`src/logic/slice_pkg.sv`:
```
package slice_pkg;

  parameter int addr_width_gp  = 32;
  parameter int dword_width_gp = 64;

  typedef enum logic [1:0] {
    mem_rd = 2'b00,
    mem_wr = 2'b01
  } mem_msg_type_e;

  // Code is log2 of the byte count
  typedef enum logic [2:0] {
    size_8   = 3'd3,
    size_16  = 3'd4,
    size_32  = 3'd5,
    size_64  = 3'd6,
    size_128 = 3'd7
  } msg_size_e;

  typedef struct packed {
    mem_msg_type_e              msg_type;
    logic [addr_width_gp-1:0]   addr;
    logic [dword_width_gp-1:0]  data;
  } mem_msg_s;

  typedef struct packed {
    mem_msg_type_e             msg_type;
    msg_size_e                 size;
    logic [addr_width_gp-1:0]  addr;
  } mem_hdr_s;

  typedef enum logic {
    op_ld = 1'b0,
    op_sd = 1'b1
  } cache_op_e;

  typedef struct packed {
    cache_op_e                  opcode;
    logic [addr_width_gp-1:0]   addr;
    logic [dword_width_gp-1:0]  data;
  } cache_pkt_s;

  // Address is always block aligned
  typedef struct packed {
    logic                      write_not_read;
    logic [addr_width_gp-1:0]  addr;
  } dma_pkt_s;

  function automatic msg_size_e block_size_code(input int unsigned words);
    msg_size_e code;
    if (words >= 16) begin
      code = size_128;
    end else if (words >= 8) begin
      code = size_64;
    end else if (words >= 4) begin
      code = size_32;
    end else if (words >= 2) begin
      code = size_16;
    end else begin
      code = size_8;
    end
    return code;
  endfunction

endpackage

```
`src/logic/cache_req_if.sv`:
```
`timescale 1ns/1ps

interface cache_req_if;

  // Packet channel, valid/ready
  slice_pkg::cache_pkt_s                 pkt;
  logic                                  v;
  logic                                  ready;

  // Returned data channel, valid/yumi
  logic [slice_pkg::dword_width_gp-1:0]  data;
  logic                                  data_v;
  logic                                  yumi;

  modport adapter (
    output pkt,
    output v,
    input  ready,
    input  data,
    input  data_v,
    output yumi
  );

  modport cache (
    input  pkt,
    input  v,
    output ready,
    output data,
    output data_v,
    input  yumi
  );

endinterface

```
`src/logic/mem_cmd_to_cache.sv`:
```
`timescale 1ns/1ps

module mem_cmd_to_cache (
  input  logic                 clk_i,
  input  logic                 rst_n_i,

  input  slice_pkg::mem_msg_s  mem_cmd_i,
  input  logic                 mem_cmd_v_i,
  output logic                 mem_cmd_ready_o,

  output slice_pkg::mem_msg_s  mem_resp_o,
  output logic                 mem_resp_v_o,
  input  logic                 mem_resp_yumi_i,

  cache_req_if.adapter         cache_o
);

  typedef enum logic [1:0] {
    s_idle,
    s_send,
    s_wait,
    s_resp
  } state_e;

  state_e                                state_r;
  state_e                                state_n;
  slice_pkg::mem_msg_s                   cmd_r;
  logic [slice_pkg::dword_width_gp-1:0]  resp_data_r;
  logic                                  cmd_is_wr;

  assign cmd_is_wr = (cmd_r.msg_type == slice_pkg::mem_wr);

  // Only one command in flight, so the adapter takes a new one only when idle
  always_comb begin
    state_n = state_r;
    case (state_r)
      s_idle: begin
        if (mem_cmd_v_i) begin
          state_n = s_send;
        end
      end
      s_send: begin
        if (cache_o.ready) begin
          state_n = s_wait;
        end
      end
      s_wait: begin
        if (cache_o.data_v) begin
          state_n = s_resp;
        end
      end
      s_resp: begin
        if (mem_resp_yumi_i) begin
          state_n = s_idle;
        end
      end
      default: state_n = s_idle;
    endcase
  end

  always_ff @(posedge clk_i) begin
    if (!rst_n_i) begin
      state_r <= s_idle;
    end else begin
      state_r <= state_n;
    end
  end

  always_ff @(posedge clk_i) begin
    if (mem_cmd_ready_o && mem_cmd_v_i) begin
      cmd_r <= mem_cmd_i;
    end
    // Store ack carries no data
    if (cache_o.yumi) begin
      resp_data_r <= cmd_is_wr ? '0 : cache_o.data;
    end
  end

  assign mem_cmd_ready_o = (state_r == s_idle);

  assign cache_o.v   = (state_r == s_send);
  assign cache_o.pkt = '{
    opcode: cmd_is_wr ? slice_pkg::op_sd : slice_pkg::op_ld,
    addr:   cmd_r.addr,
    data:   cmd_r.data
  };
  assign cache_o.yumi = (state_r == s_wait) && cache_o.data_v;

  assign mem_resp_v_o = (state_r == s_resp);
  assign mem_resp_o   = '{
    msg_type: cmd_r.msg_type,
    addr:     cmd_r.addr,
    data:     resp_data_r
  };

endmodule

```
`src/logic/slice_cache.sv`:
```
`timescale 1ns/1ps

module slice_cache #(
  parameter int sets_p        = 16,
  parameter int block_words_p = 4
) (
  input  logic                                  clk_i,
  input  logic                                  rst_n_i,

  cache_req_if.cache                            req_i,

  output slice_pkg::dma_pkt_s                   dma_pkt_o,
  output logic                                  dma_pkt_v_o,
  input  logic                                  dma_pkt_yumi_i,

  input  logic [slice_pkg::dword_width_gp-1:0]  dma_data_i,
  input  logic                                  dma_data_v_i,
  output logic                                  dma_data_ready_o,

  output logic [slice_pkg::dword_width_gp-1:0]  dma_data_o,
  output logic                                  dma_data_v_o,
  input  logic                                  dma_data_yumi_i
);

  localparam int byte_bits_lp   = $clog2(slice_pkg::dword_width_gp / 8);
  localparam int word_bits_lp   = $clog2(block_words_p);
  localparam int index_bits_lp  = $clog2(sets_p);
  localparam int offset_bits_lp = byte_bits_lp + word_bits_lp;
  localparam int tag_bits_lp    = slice_pkg::addr_width_gp - index_bits_lp - offset_bits_lp;

  typedef enum logic [2:0] {
    s_idle,
    s_lookup,
    s_wb_hdr,
    s_wb_data,
    s_rd_hdr,
    s_fill,
    s_done
  } state_e;

  state_e                                state_r;
  state_e                                state_n;
  slice_pkg::cache_pkt_s                 pkt_r;
  logic [word_bits_lp-1:0]               cnt_r;
  logic [slice_pkg::dword_width_gp-1:0]  data_r;

  logic [tag_bits_lp-1:0]                tag_mem [sets_p];
  logic [sets_p-1:0]                     valid_r;
  logic [sets_p-1:0]                     dirty_r;
  logic [slice_pkg::dword_width_gp-1:0]  data_mem [sets_p][block_words_p];

  logic [index_bits_lp-1:0]              idx;
  logic [word_bits_lp-1:0]               word;
  logic [tag_bits_lp-1:0]                tag;
  logic [tag_bits_lp-1:0]                dma_tag;
  logic                                  hit;
  logic                                  last_beat;
  logic                                  fill_beat;
  logic                                  store_hit;

  assign idx       = pkt_r.addr[offset_bits_lp +: index_bits_lp];
  assign word      = pkt_r.addr[byte_bits_lp +: word_bits_lp];
  assign tag       = pkt_r.addr[slice_pkg::addr_width_gp-1 -: tag_bits_lp];
  assign hit       = valid_r[idx] && (tag_mem[idx] == tag);
  assign last_beat = (cnt_r == word_bits_lp'(block_words_p - 1));
  assign fill_beat = (state_r == s_fill) && dma_data_v_i;
  assign store_hit = (state_r == s_lookup) && hit && (pkt_r.opcode == slice_pkg::op_sd);

  // After a refill the FSM goes back to lookup, which then hits
  always_comb begin
    state_n = state_r;
    case (state_r)
      s_idle: begin
        if (req_i.v) begin
          state_n = s_lookup;
        end
      end
      s_lookup: begin
        if (hit) begin
          state_n = s_done;
        end else if (valid_r[idx] && dirty_r[idx]) begin
          state_n = s_wb_hdr;
        end else begin
          state_n = s_rd_hdr;
        end
      end
      s_wb_hdr: begin
        if (dma_pkt_yumi_i) begin
          state_n = s_wb_data;
        end
      end
      s_wb_data: begin
        if (dma_data_yumi_i && last_beat) begin
          state_n = s_rd_hdr;
        end
      end
      s_rd_hdr: begin
        if (dma_pkt_yumi_i) begin
          state_n = s_fill;
        end
      end
      s_fill: begin
        if (fill_beat && last_beat) begin
          state_n = s_lookup;
        end
      end
      s_done: begin
        if (req_i.yumi) begin
          state_n = s_idle;
        end
      end
      default: state_n = s_idle;
    endcase
  end

  always_ff @(posedge clk_i) begin
    if (!rst_n_i) begin
      state_r <= s_idle;
      cnt_r   <= '0;
      valid_r <= '0;
      dirty_r <= '0;
    end else begin
      state_r <= state_n;
      if ((state_r == s_wb_hdr) || (state_r == s_rd_hdr)) begin
        cnt_r <= '0;
      end else if (((state_r == s_wb_data) && dma_data_yumi_i) || fill_beat) begin
        cnt_r <= cnt_r + 1'b1;
      end
      if (fill_beat && last_beat) begin
        valid_r[idx] <= 1'b1;
        dirty_r[idx] <= 1'b0;
      end
      if (store_hit) begin
        dirty_r[idx] <= 1'b1;
      end
    end
  end

  always_ff @(posedge clk_i) begin
    if (req_i.v && req_i.ready) begin
      pkt_r <= req_i.pkt;
    end
    if (fill_beat) begin
      data_mem[idx][cnt_r] <= dma_data_i;
    end
    if (fill_beat && last_beat) begin
      tag_mem[idx] <= tag;
    end
    if ((state_r == s_lookup) && hit) begin
      if (store_hit) begin
        data_mem[idx][word] <= pkt_r.data;
        data_r              <= '0;
      end else begin
        data_r <= data_mem[idx][word];
      end
    end
  end

  assign req_i.ready  = (state_r == s_idle);
  assign req_i.data   = data_r;
  assign req_i.data_v = (state_r == s_done);

  // Victim tag for a writeback, request tag for a refill
  assign dma_tag     = (state_r == s_wb_hdr) ? tag_mem[idx] : tag;
  assign dma_pkt_v_o = (state_r == s_wb_hdr) || (state_r == s_rd_hdr);
  assign dma_pkt_o   = '{
    write_not_read: (state_r == s_wb_hdr),
    addr:           {dma_tag, idx, {offset_bits_lp{1'b0}}}
  };

  assign dma_data_o       = data_mem[idx][cnt_r];
  assign dma_data_v_o     = (state_r == s_wb_data);
  assign dma_data_ready_o = (state_r == s_fill);

endmodule

```
`src/logic/cache_slice.sv`:
```
`timescale 1ns/1ps

module cache_slice #(
  parameter int sets_p        = 16,
  parameter int block_words_p = 4
) (
  input  logic                                  clk_i,
  input  logic                                  rst_n_i,

  input  slice_pkg::mem_msg_s                   mem_cmd_i,
  input  logic                                  mem_cmd_v_i,
  output logic                                  mem_cmd_ready_o,

  output slice_pkg::mem_msg_s                   mem_resp_o,
  output logic                                  mem_resp_v_o,
  input  logic                                  mem_resp_yumi_i,

  output slice_pkg::mem_hdr_s                   mem_cmd_header_o,
  output logic                                  mem_cmd_header_v_o,
  input  logic                                  mem_cmd_header_yumi_i,

  output logic [slice_pkg::dword_width_gp-1:0]  mem_cmd_data_o,
  output logic                                  mem_cmd_data_v_o,
  input  logic                                  mem_cmd_data_yumi_i,

  input  slice_pkg::mem_hdr_s                   mem_resp_header_i,
  input  logic                                  mem_resp_header_v_i,
  output logic                                  mem_resp_header_ready_o,

  input  logic [slice_pkg::dword_width_gp-1:0]  mem_resp_data_i,
  input  logic                                  mem_resp_data_v_i,
  output logic                                  mem_resp_data_ready_o
);

  localparam slice_pkg::msg_size_e block_size_lp = slice_pkg::block_size_code(block_words_p);

  slice_pkg::dma_pkt_s  dma_pkt;
  logic                 dma_pkt_v;

  cache_req_if i_req ();

  mem_cmd_to_cache i_adapter (
    .clk_i           (clk_i),
    .rst_n_i         (rst_n_i),
    .mem_cmd_i       (mem_cmd_i),
    .mem_cmd_v_i     (mem_cmd_v_i),
    .mem_cmd_ready_o (mem_cmd_ready_o),
    .mem_resp_o      (mem_resp_o),
    .mem_resp_v_o    (mem_resp_v_o),
    .mem_resp_yumi_i (mem_resp_yumi_i),
    .cache_o         (i_req.adapter)
  );

  slice_cache #(
    .sets_p        (sets_p),
    .block_words_p (block_words_p)
  ) i_cache (
    .clk_i            (clk_i),
    .rst_n_i          (rst_n_i),
    .req_i            (i_req.cache),
    .dma_pkt_o        (dma_pkt),
    .dma_pkt_v_o      (dma_pkt_v),
    .dma_pkt_yumi_i   (mem_cmd_header_yumi_i),
    .dma_data_i       (mem_resp_data_i),
    .dma_data_v_i     (mem_resp_data_v_i),
    .dma_data_ready_o (mem_resp_data_ready_o),
    .dma_data_o       (mem_cmd_data_o),
    .dma_data_v_o     (mem_cmd_data_v_o),
    .dma_data_yumi_i  (mem_cmd_data_yumi_i)
  );

  assign mem_cmd_header_o = '{
    msg_type: dma_pkt.write_not_read ? slice_pkg::mem_wr : slice_pkg::mem_rd,
    size:     block_size_lp,
    addr:     dma_pkt.addr
  };
  assign mem_cmd_header_v_o = dma_pkt_v;

  // Responses only answer our own commands, so headers are always taken
  // and their content (mem_resp_header_i, mem_resp_header_v_i) is ignored
  assign mem_resp_header_ready_o = 1'b1;

endmodule

```
`config.mk`:
```
export PLATFORM = sky130hd
export DESIGN_NAME = cache_slice
export DESIGN_NICKNAME = d
export VERILOG_FILES = /design/src/logic/slice_pkg.sv /design/src/logic/cache_req_if.sv /design/src/logic/mem_cmd_to_cache.sv /design/src/logic/slice_cache.sv /design/src/logic/cache_slice.sv
export SDC_FILE = /design/constraint.sdc
export NUM_CORES = 2
export LEC_CHECK = 0
export ABC_CLOCK_PERIOD_IN_PS = 27100
export BUFFER_PORTS_ARGS = -buffer_cell sky130_fd_sc_hd__buf_2
export CORE_AREA = 2 2 919 463
export CTS_BUF_LIST = sky130_fd_sc_hd__clkbuf_16
export DETAILED_ROUTE_END_ITERATION = 10
export DIE_AREA = 0 0 921 465
export PLACE_DENSITY = 0.66
export SYNTH_ARGS = -nofsm -noshare
export SYNTH_HDL_FRONTEND = slang
export SYNTH_MEMORY_MAX_BITS = 65536
export SYNTH_SLANG_ARGS = --single-unit
```
`constraint.sdc`:
```
create_clock -name clk_i -period 27.1 [get_ports clk_i]
set_input_delay 5.42 -clock clk_i [delete_from_list [all_inputs] [get_ports clk_i]]
set_output_delay 5.42 -clock clk_i [all_outputs]
set_load 0.01 [all_outputs]
```
After elaboration in Yosys (flattened, before gate mapping). Memories as Yosys holds them, arrays and structs flattened. A register that Yosys moved wholly into a read port is not among the register bits. Cells that the tools add are included.

Equality and inequality tests: 22. Muxes and demuxes: 301. Order comparisons: 6. Bitwise operators: 263. Add/sub/neg operators: 1. Reductions and logical operators: 21.

Operator list (count): 2-to-1 mux 256 bit (2); 2-to-1 mux 64 bit (6); 2-to-1 mux 1 bit (266); binary-select mux 64 bit (select 2 bit) (2); demux 64 bit (select 2 bit) (2); bitwise OR 1 bit (256); 2-to-1 mux 16 bit (3); bitwise OR 16 bit (2); 2-to-1 mux 3 bit (8); equality test 23 bit (1); 2-to-1 mux 23 bit (1); case mux 3 bit (7 select lines) (1); bitwise AND 16 bit (1); inverter 16 bit (1); logical AND 1 bit (14); inequality test 2 x 1 -> 1 bit, second input constant (5); inequality test 2 bit, second input constant (5); equality test 3 bit, second input constant (3); binary-select mux 1 bit (select 4 bit) (2); 2-to-1 mux 2 bit (4); 2-to-1 mux 4 bit (2); case mux 2 bit (4 select lines) (1); equality test 2 bit, second input constant (3); equality test 3 x 2 -> 1 bit, second input constant (2); 16 further kinds (21).

Input bits: 207. Memories: 2. RAM bits: 4464. Register bits after elaboration: 362.

Memory list: i_cache.data_mem (words 16, bits a word 256, rd ports 1, clocked after memory_dff 1, wr ports 1, line slice_cache.sv:50) `logic [slice_pkg::dword_width_gp-1:0] data_mem [sets_p][block_words_p];`; i_cache.tag_mem (words 16, bits a word 23, rd ports 1, clocked after memory_dff 1, wr ports 1, line slice_cache.sv:47) `logic [tag_bits_lp-1:0] tag_mem [sets_p];`.

Logic depth before layout (Yosys ltp).
Depth after elaboration: 10. Gate-level depth with buffers: 16. Gate-level depth less buffers: 10.

Modules after synthesis. From an unflattened synthesis, not the netlist that was laid out.

Cell total of the unflattened synthesis: 8125. Area, all modules: 189195.2 µm².

By module, submodules not included: slice_cache (cells each 7828, area each 183377.1 µm², sequential area each 139613.9 µm², times used 1); mem_cmd_to_cache (cells each 290, area each 5773.0 µm², sequential area each 4904.7 µm², times used 1); cache_slice (cells each 7, area each 45.0 µm², sequential area each 0.0 µm², times used 1).

Least setup slack after synthesis. Ideal clock, no wire load.

Path kind: reg2reg. From: reg i_cache.state_r[0]. To: reg with a tool-made name. Path slack: 15.052 ns. Cell stages (with the launch flop): 4. Data arrival time: 11.940 ns. Buffers on the path: 1. Data required time: 26.991 ns. Period minus slack after synthesis: 12.048 ns. Path through: dfxtp_1 -> clkbuf_1 -> nor4b_1 -> mux2_2.

RTL lines: from (decl) (line slice_cache.sv:41) `state_e state_r;`; from (signal assigned) (line slice_cache.sv:118) `state_r <= s_idle;`; from (signal assigned) (line slice_cache.sv:123) `state_r <= state_n;`.

==> results by stage <==
CTS:
- The clock root buffer is sky130_fd_sc_hd__clkbuf_16.
- The CTS tree is done.
- The number of gates resized after CTS was 0.
- The H-tree generated during clock tree synthesis spans 5 levels.
- The tree built by TritonCTS fans out to between 4000 and 5000 sinks.
- The buffer depth of the longest clock path is 4.
- The number of hold buffers added after CTS was 0.
- The number of setup buffers added after CTS is 0.
- The number of buffers created by CTS is 412.
- The clock network latency to the later pin of the worst-skew pair is 1.00 ns.
- After clock tree synthesis, the clock-pin slew on the worst setup and hold paths is 0.07 ns.

Pwr:
- Across the VDD grid, the largest voltage drop is 0.1100 mV.
- The power per cell area is 97.24 nW/um^2.
- The analysis attributes to cell leakage a power of 66.21 nW.

STA:
- The total negative slack for setup checks is 0 ns.
- The final number of hold-violating endpoints is 0.
- The count of endpoints failing setup in the final report is 0.
- Clock skew on the completed layout was measured at about 0.074 ns.
- The slack of the critical path is 13.55 ns.
- Based on the critical path, the design can be clocked at up to ~74 MHz.
- Setup repair after global routing left no endpoint under its margin.
- After layout, the worst path uses around 50% of the clock period.
- The slew at the pin closest to its max-slew limit is 1.438 ns.
- Subtracting the final worst setup slack from the clock period gives 13.55 ns.
- The number of slew-limit violations in the final report was 0.
- The headroom to the max-slew limit is around 3.9%.

Global route:
- Global routing used 25.37% of the available tracks across all layers.
- The initial antenna violation count is 40.
- The leftover overflow at the end of global routing is 0.
- The first global-routing pass estimated ~750000 um of wire.
- The maximum number of pins on one net before global-route repair is 160.
- The via count of the first global-routing pass is 91920.

Routing:
- Dividing the detail-routed via count by the number of cells gives roughly 6.5.
- The DRC marker count from the first detailed-route iteration is 15620.
- The average detailed-routed wire length per instance is 37.87 um.
- For this block, the routed nets add up to 552300 um of wire.
- The antenna violation net count after detailed routing is 0.
- The post-route DRC violation count is 0.
- The via count is 94260.
- Before antenna repair, the detailed router went through 6 iterations.

Final layout:
- The number of nets in the layout is about 9000.
- The signed area change from the synthesized netlist to the final layout is 11.99%.
- The area of all placed cells without fillers is 211300 um^2.
- Fill cells in the final layout number 32600.
- The share of cells above drive strength 1 is roughly a third.
- The finished layout holds 14580 standard cells, fillers aside.

Critical path:
- The number of cells on the worst reg-to-reg path is 13.
- The kind of start point of the critical path is a register.
- The data required time at the worst endpoint is 21.68 ns.
- The worst setup path is of the reg -> out kind.
- Of all nets on the critical path, the largest fanout is 50.
- STA puts the critical path data arrival time at between 8 and 9 ns.
- Across all register-to-register paths, the minimum setup slack is 18.16 ns.
- The critical path capture point type is an output pin.
- In this run the critical register-to-register path is captured at i_cache.data_mem[12][114]$_DFFE_PP_.

Synth:
- The most numerous cell in the Yosys netlist is sky130_fd_sc_hd__edfxtp_1.
- The number of enable flip-flop cells after synthesis is 4784.
- After synthesis, the share of flip-flops with an asynchronous set or reset is 0%.
- The mapped netlist covers 188700 um^2.
- In the post-synthesis netlist, the biggest area contributors are sky130_fd_sc_hd__edfxtp_1, sky130_fd_sc_hd__mux4_2, sky130_fd_sc_hd__mux2_2.
- The number of distinct library cell variants in the gate-level netlist after synthesis is 80.
- Synthesis handed over a netlist of 8068 instances.
- The sequential element share of the synthesized area is 76.60%.
- In the synthesized netlist the dominant register cell turns out to be sky130_fd_sc_hd__edfxtp_1.
- In the synthesized netlist, the cells that appear most often are sky130_fd_sc_hd__edfxtp_1, sky130_fd_sc_hd__mux4_2, sky130_fd_sc_hd__nand2_1, sky130_fd_sc_hd__clkbuf_1, sky130_fd_sc_hd__mux2_2.
- Counting flops and latches in the post-synthesis netlist gives 4827.
- The average size of a mapped cell is approximately 23 um^2.
- The share of the synthesized area in the top cell type is 76.15%.
- The number of warnings reported in the yosys synthesis log is 0.
- sky130_fd_sc_hd__edfxtp_1 takes more of the synthesized area than any other cell.

Floorplanning:
- The number of rows in the core area is 169.
- The die area is 428300 um^2.
- For this design the top-level I/O count stands at 412.
- The floorplan die height is 465 um.
- The area of the core region is roughly 420000 um^2.
- Measured along the x axis, the die boundary spans 921 um.
- Once the floorplan was initialized, standard cells occupied between 40% and 50% of the core.

Min path:
- The depth of the worst hold-timing path is 0.
- The worst hold-check path type is reg -> reg.
- The worst hold path begins at i_adapter.cache_o.pkt[9]$_DFFE_PP_.
- The worst hold path terminates at i_cache.pkt_r[9]$_DFFE_PP_.

Place:
- The placer's final routability congestion estimate is 0.8041.
- Including well taps, the total number of placed cells is 13810.
- The cell area reported after detailed placement is 197900 um^2.
- The placed wire-length estimate after detailed placement is 300600 um.
- The number of I/O port buffers is 363.
- The setup slack after placement is 14.24 ns.

Run:
- The max-cap check violation count is 0.

Status:
- The run finished with clean final reports.
stage by stage:
stage / total power (W) / hold slack (ns) / utilization, %
finish: 0.02055 / 0.4107 / 50.16
global route: 0.02118 / 0.4065 / 50.16
CTS: 0.02062 / 0.4008 / 50.15
detailed placement: 0.01472 / 0.4071 / 46.98
global placement: 0.01463 / 0.4073 / 46.98
floorplan: 0.01276 / 0.4003 / -
cell type report:
class	count	area, um^2	share of cell area [%]
Antenna cell	9	22.52	0.01066
Clock buffer	418	10460	4.951
Clock inverter	341	2920	1.382
Inverter	37	158.9	0.07521
Multi-Input combinational cell	2723	42370	20.05
Sequential cell	4827	144500	68.41
Tap cell	5643	7061	3.342
Timing Repair Buffer	584	3751	1.775
registers in the layout (all words and copies together) (netlist names), named ones only:
| register | count |
|---|---|
| i_adapter.cache_o.pkt | 96 |
| i_adapter.mem_resp_o | 2 |
| i_adapter.resp_data_r | 64 |
| i_adapter.state_r | 2 |
| i_cache.cnt_r | 2 |
| i_cache.data_mem | 4096 |
| i_cache.dirty_r | 1 |
| i_cache.dma_pkt_o | 4 |
| i_cache.pkt_r | 90 |
| i_cache.req_i.data | 64 |
| i_cache.state_r | 3 |
| i_cache.tag_mem | 368 |
| i_cache.valid_r | 16 |
report_power, final:
| part | internal [W] | total, W | switching [W] |
|---|---|---|---|
| combinational | 0.00273 | 0.00591 | 0.00318 |
| sequential | 0.00842 | 0.00864 | 0.000219 |
| clock | 0.00324 | 0.00600 | 0.00276 |
layout by cell type (no fill, tap or decap), types with 80 or more instances in the layout:
| cell | n |
|---|---|
| sky130_fd_sc_hd__buf_2 | 363 |
| sky130_fd_sc_hd__buf_4 | 199 |
| sky130_fd_sc_hd__clkbuf_16 | 418 |
| sky130_fd_sc_hd__clkinv_1 | 93 |
| sky130_fd_sc_hd__edfxtp_1 | 4784 |
| sky130_fd_sc_hd__inv_1 | 106 |
| sky130_fd_sc_hd__mux2_2 | 225 |
| sky130_fd_sc_hd__mux4_2 | 1435 |
| sky130_fd_sc_hd__nand2_1 | 249 |
| sky130_fd_sc_hd__nor2b_1 | 80 |
worst max-delay path by stage:
stage	start	end	slack, ns	cells past startpoint
3_3_place_gp	register	mem_cmd_data_o[34]	14.26	9
6_report	register	mem_cmd_data_o[34]	13.55	9
4_1_cts	register	mem_cmd_data_o[34]	13.18	9
3_5_place_dp	register	mem_cmd_data_o[34]	14.24	9
5_1_grt	register	mem_cmd_data_o[34]	12.85	9
2_1_floorplan	i_cache.state_r[0]$_SDFFE_PN0P_	register	15.05	3
kinds of logic (layout without fill, tap and decap cells):
family	Yosys count	after routing	share of synthesized area, %
DFF	4827	4827	76.60
and+or+nand+nor	648	648	1.659
AOI/OAI and AO/OA	230	230	0.8774
buffers and inverters	526	1380	1.292
muxes	1801	1801	19.39
other	2	19	0.003981
adders and majority gates	8	8	0.05306
xor gates and xnor gates	26	26	0.1207
worst max-delay path, cell delays in order (launching register included):
cell	delay, ns
sky130_fd_sc_hd__dfxtp_4	0.76
sky130_fd_sc_hd__buf_4	0.68
sky130_fd_sc_hd__buf_4	0.84
sky130_fd_sc_hd__buf_4	0.80
sky130_fd_sc_hd__buf_4	0.86
sky130_fd_sc_hd__buf_4	0.90
sky130_fd_sc_hd__mux4_2	0.62
sky130_fd_sc_hd__mux4_2	0.60
sky130_fd_sc_hd__mux4_2	0.58
sky130_fd_sc_hd__buf_2	0.18
per-layer routing:
layer	wire, um	track usage [%]	vias to the layer above	part of all wire [%]
met2	242600	37.11	6858	44
met4	14830	5.883	18	2.7
li1	-	-	35350	-
met5	110	0	-	0.020
met1	218300	38.47	51180	40
met3	76430	6.878	850	14
Note: power is estimated with default switching activity, not from simulation.
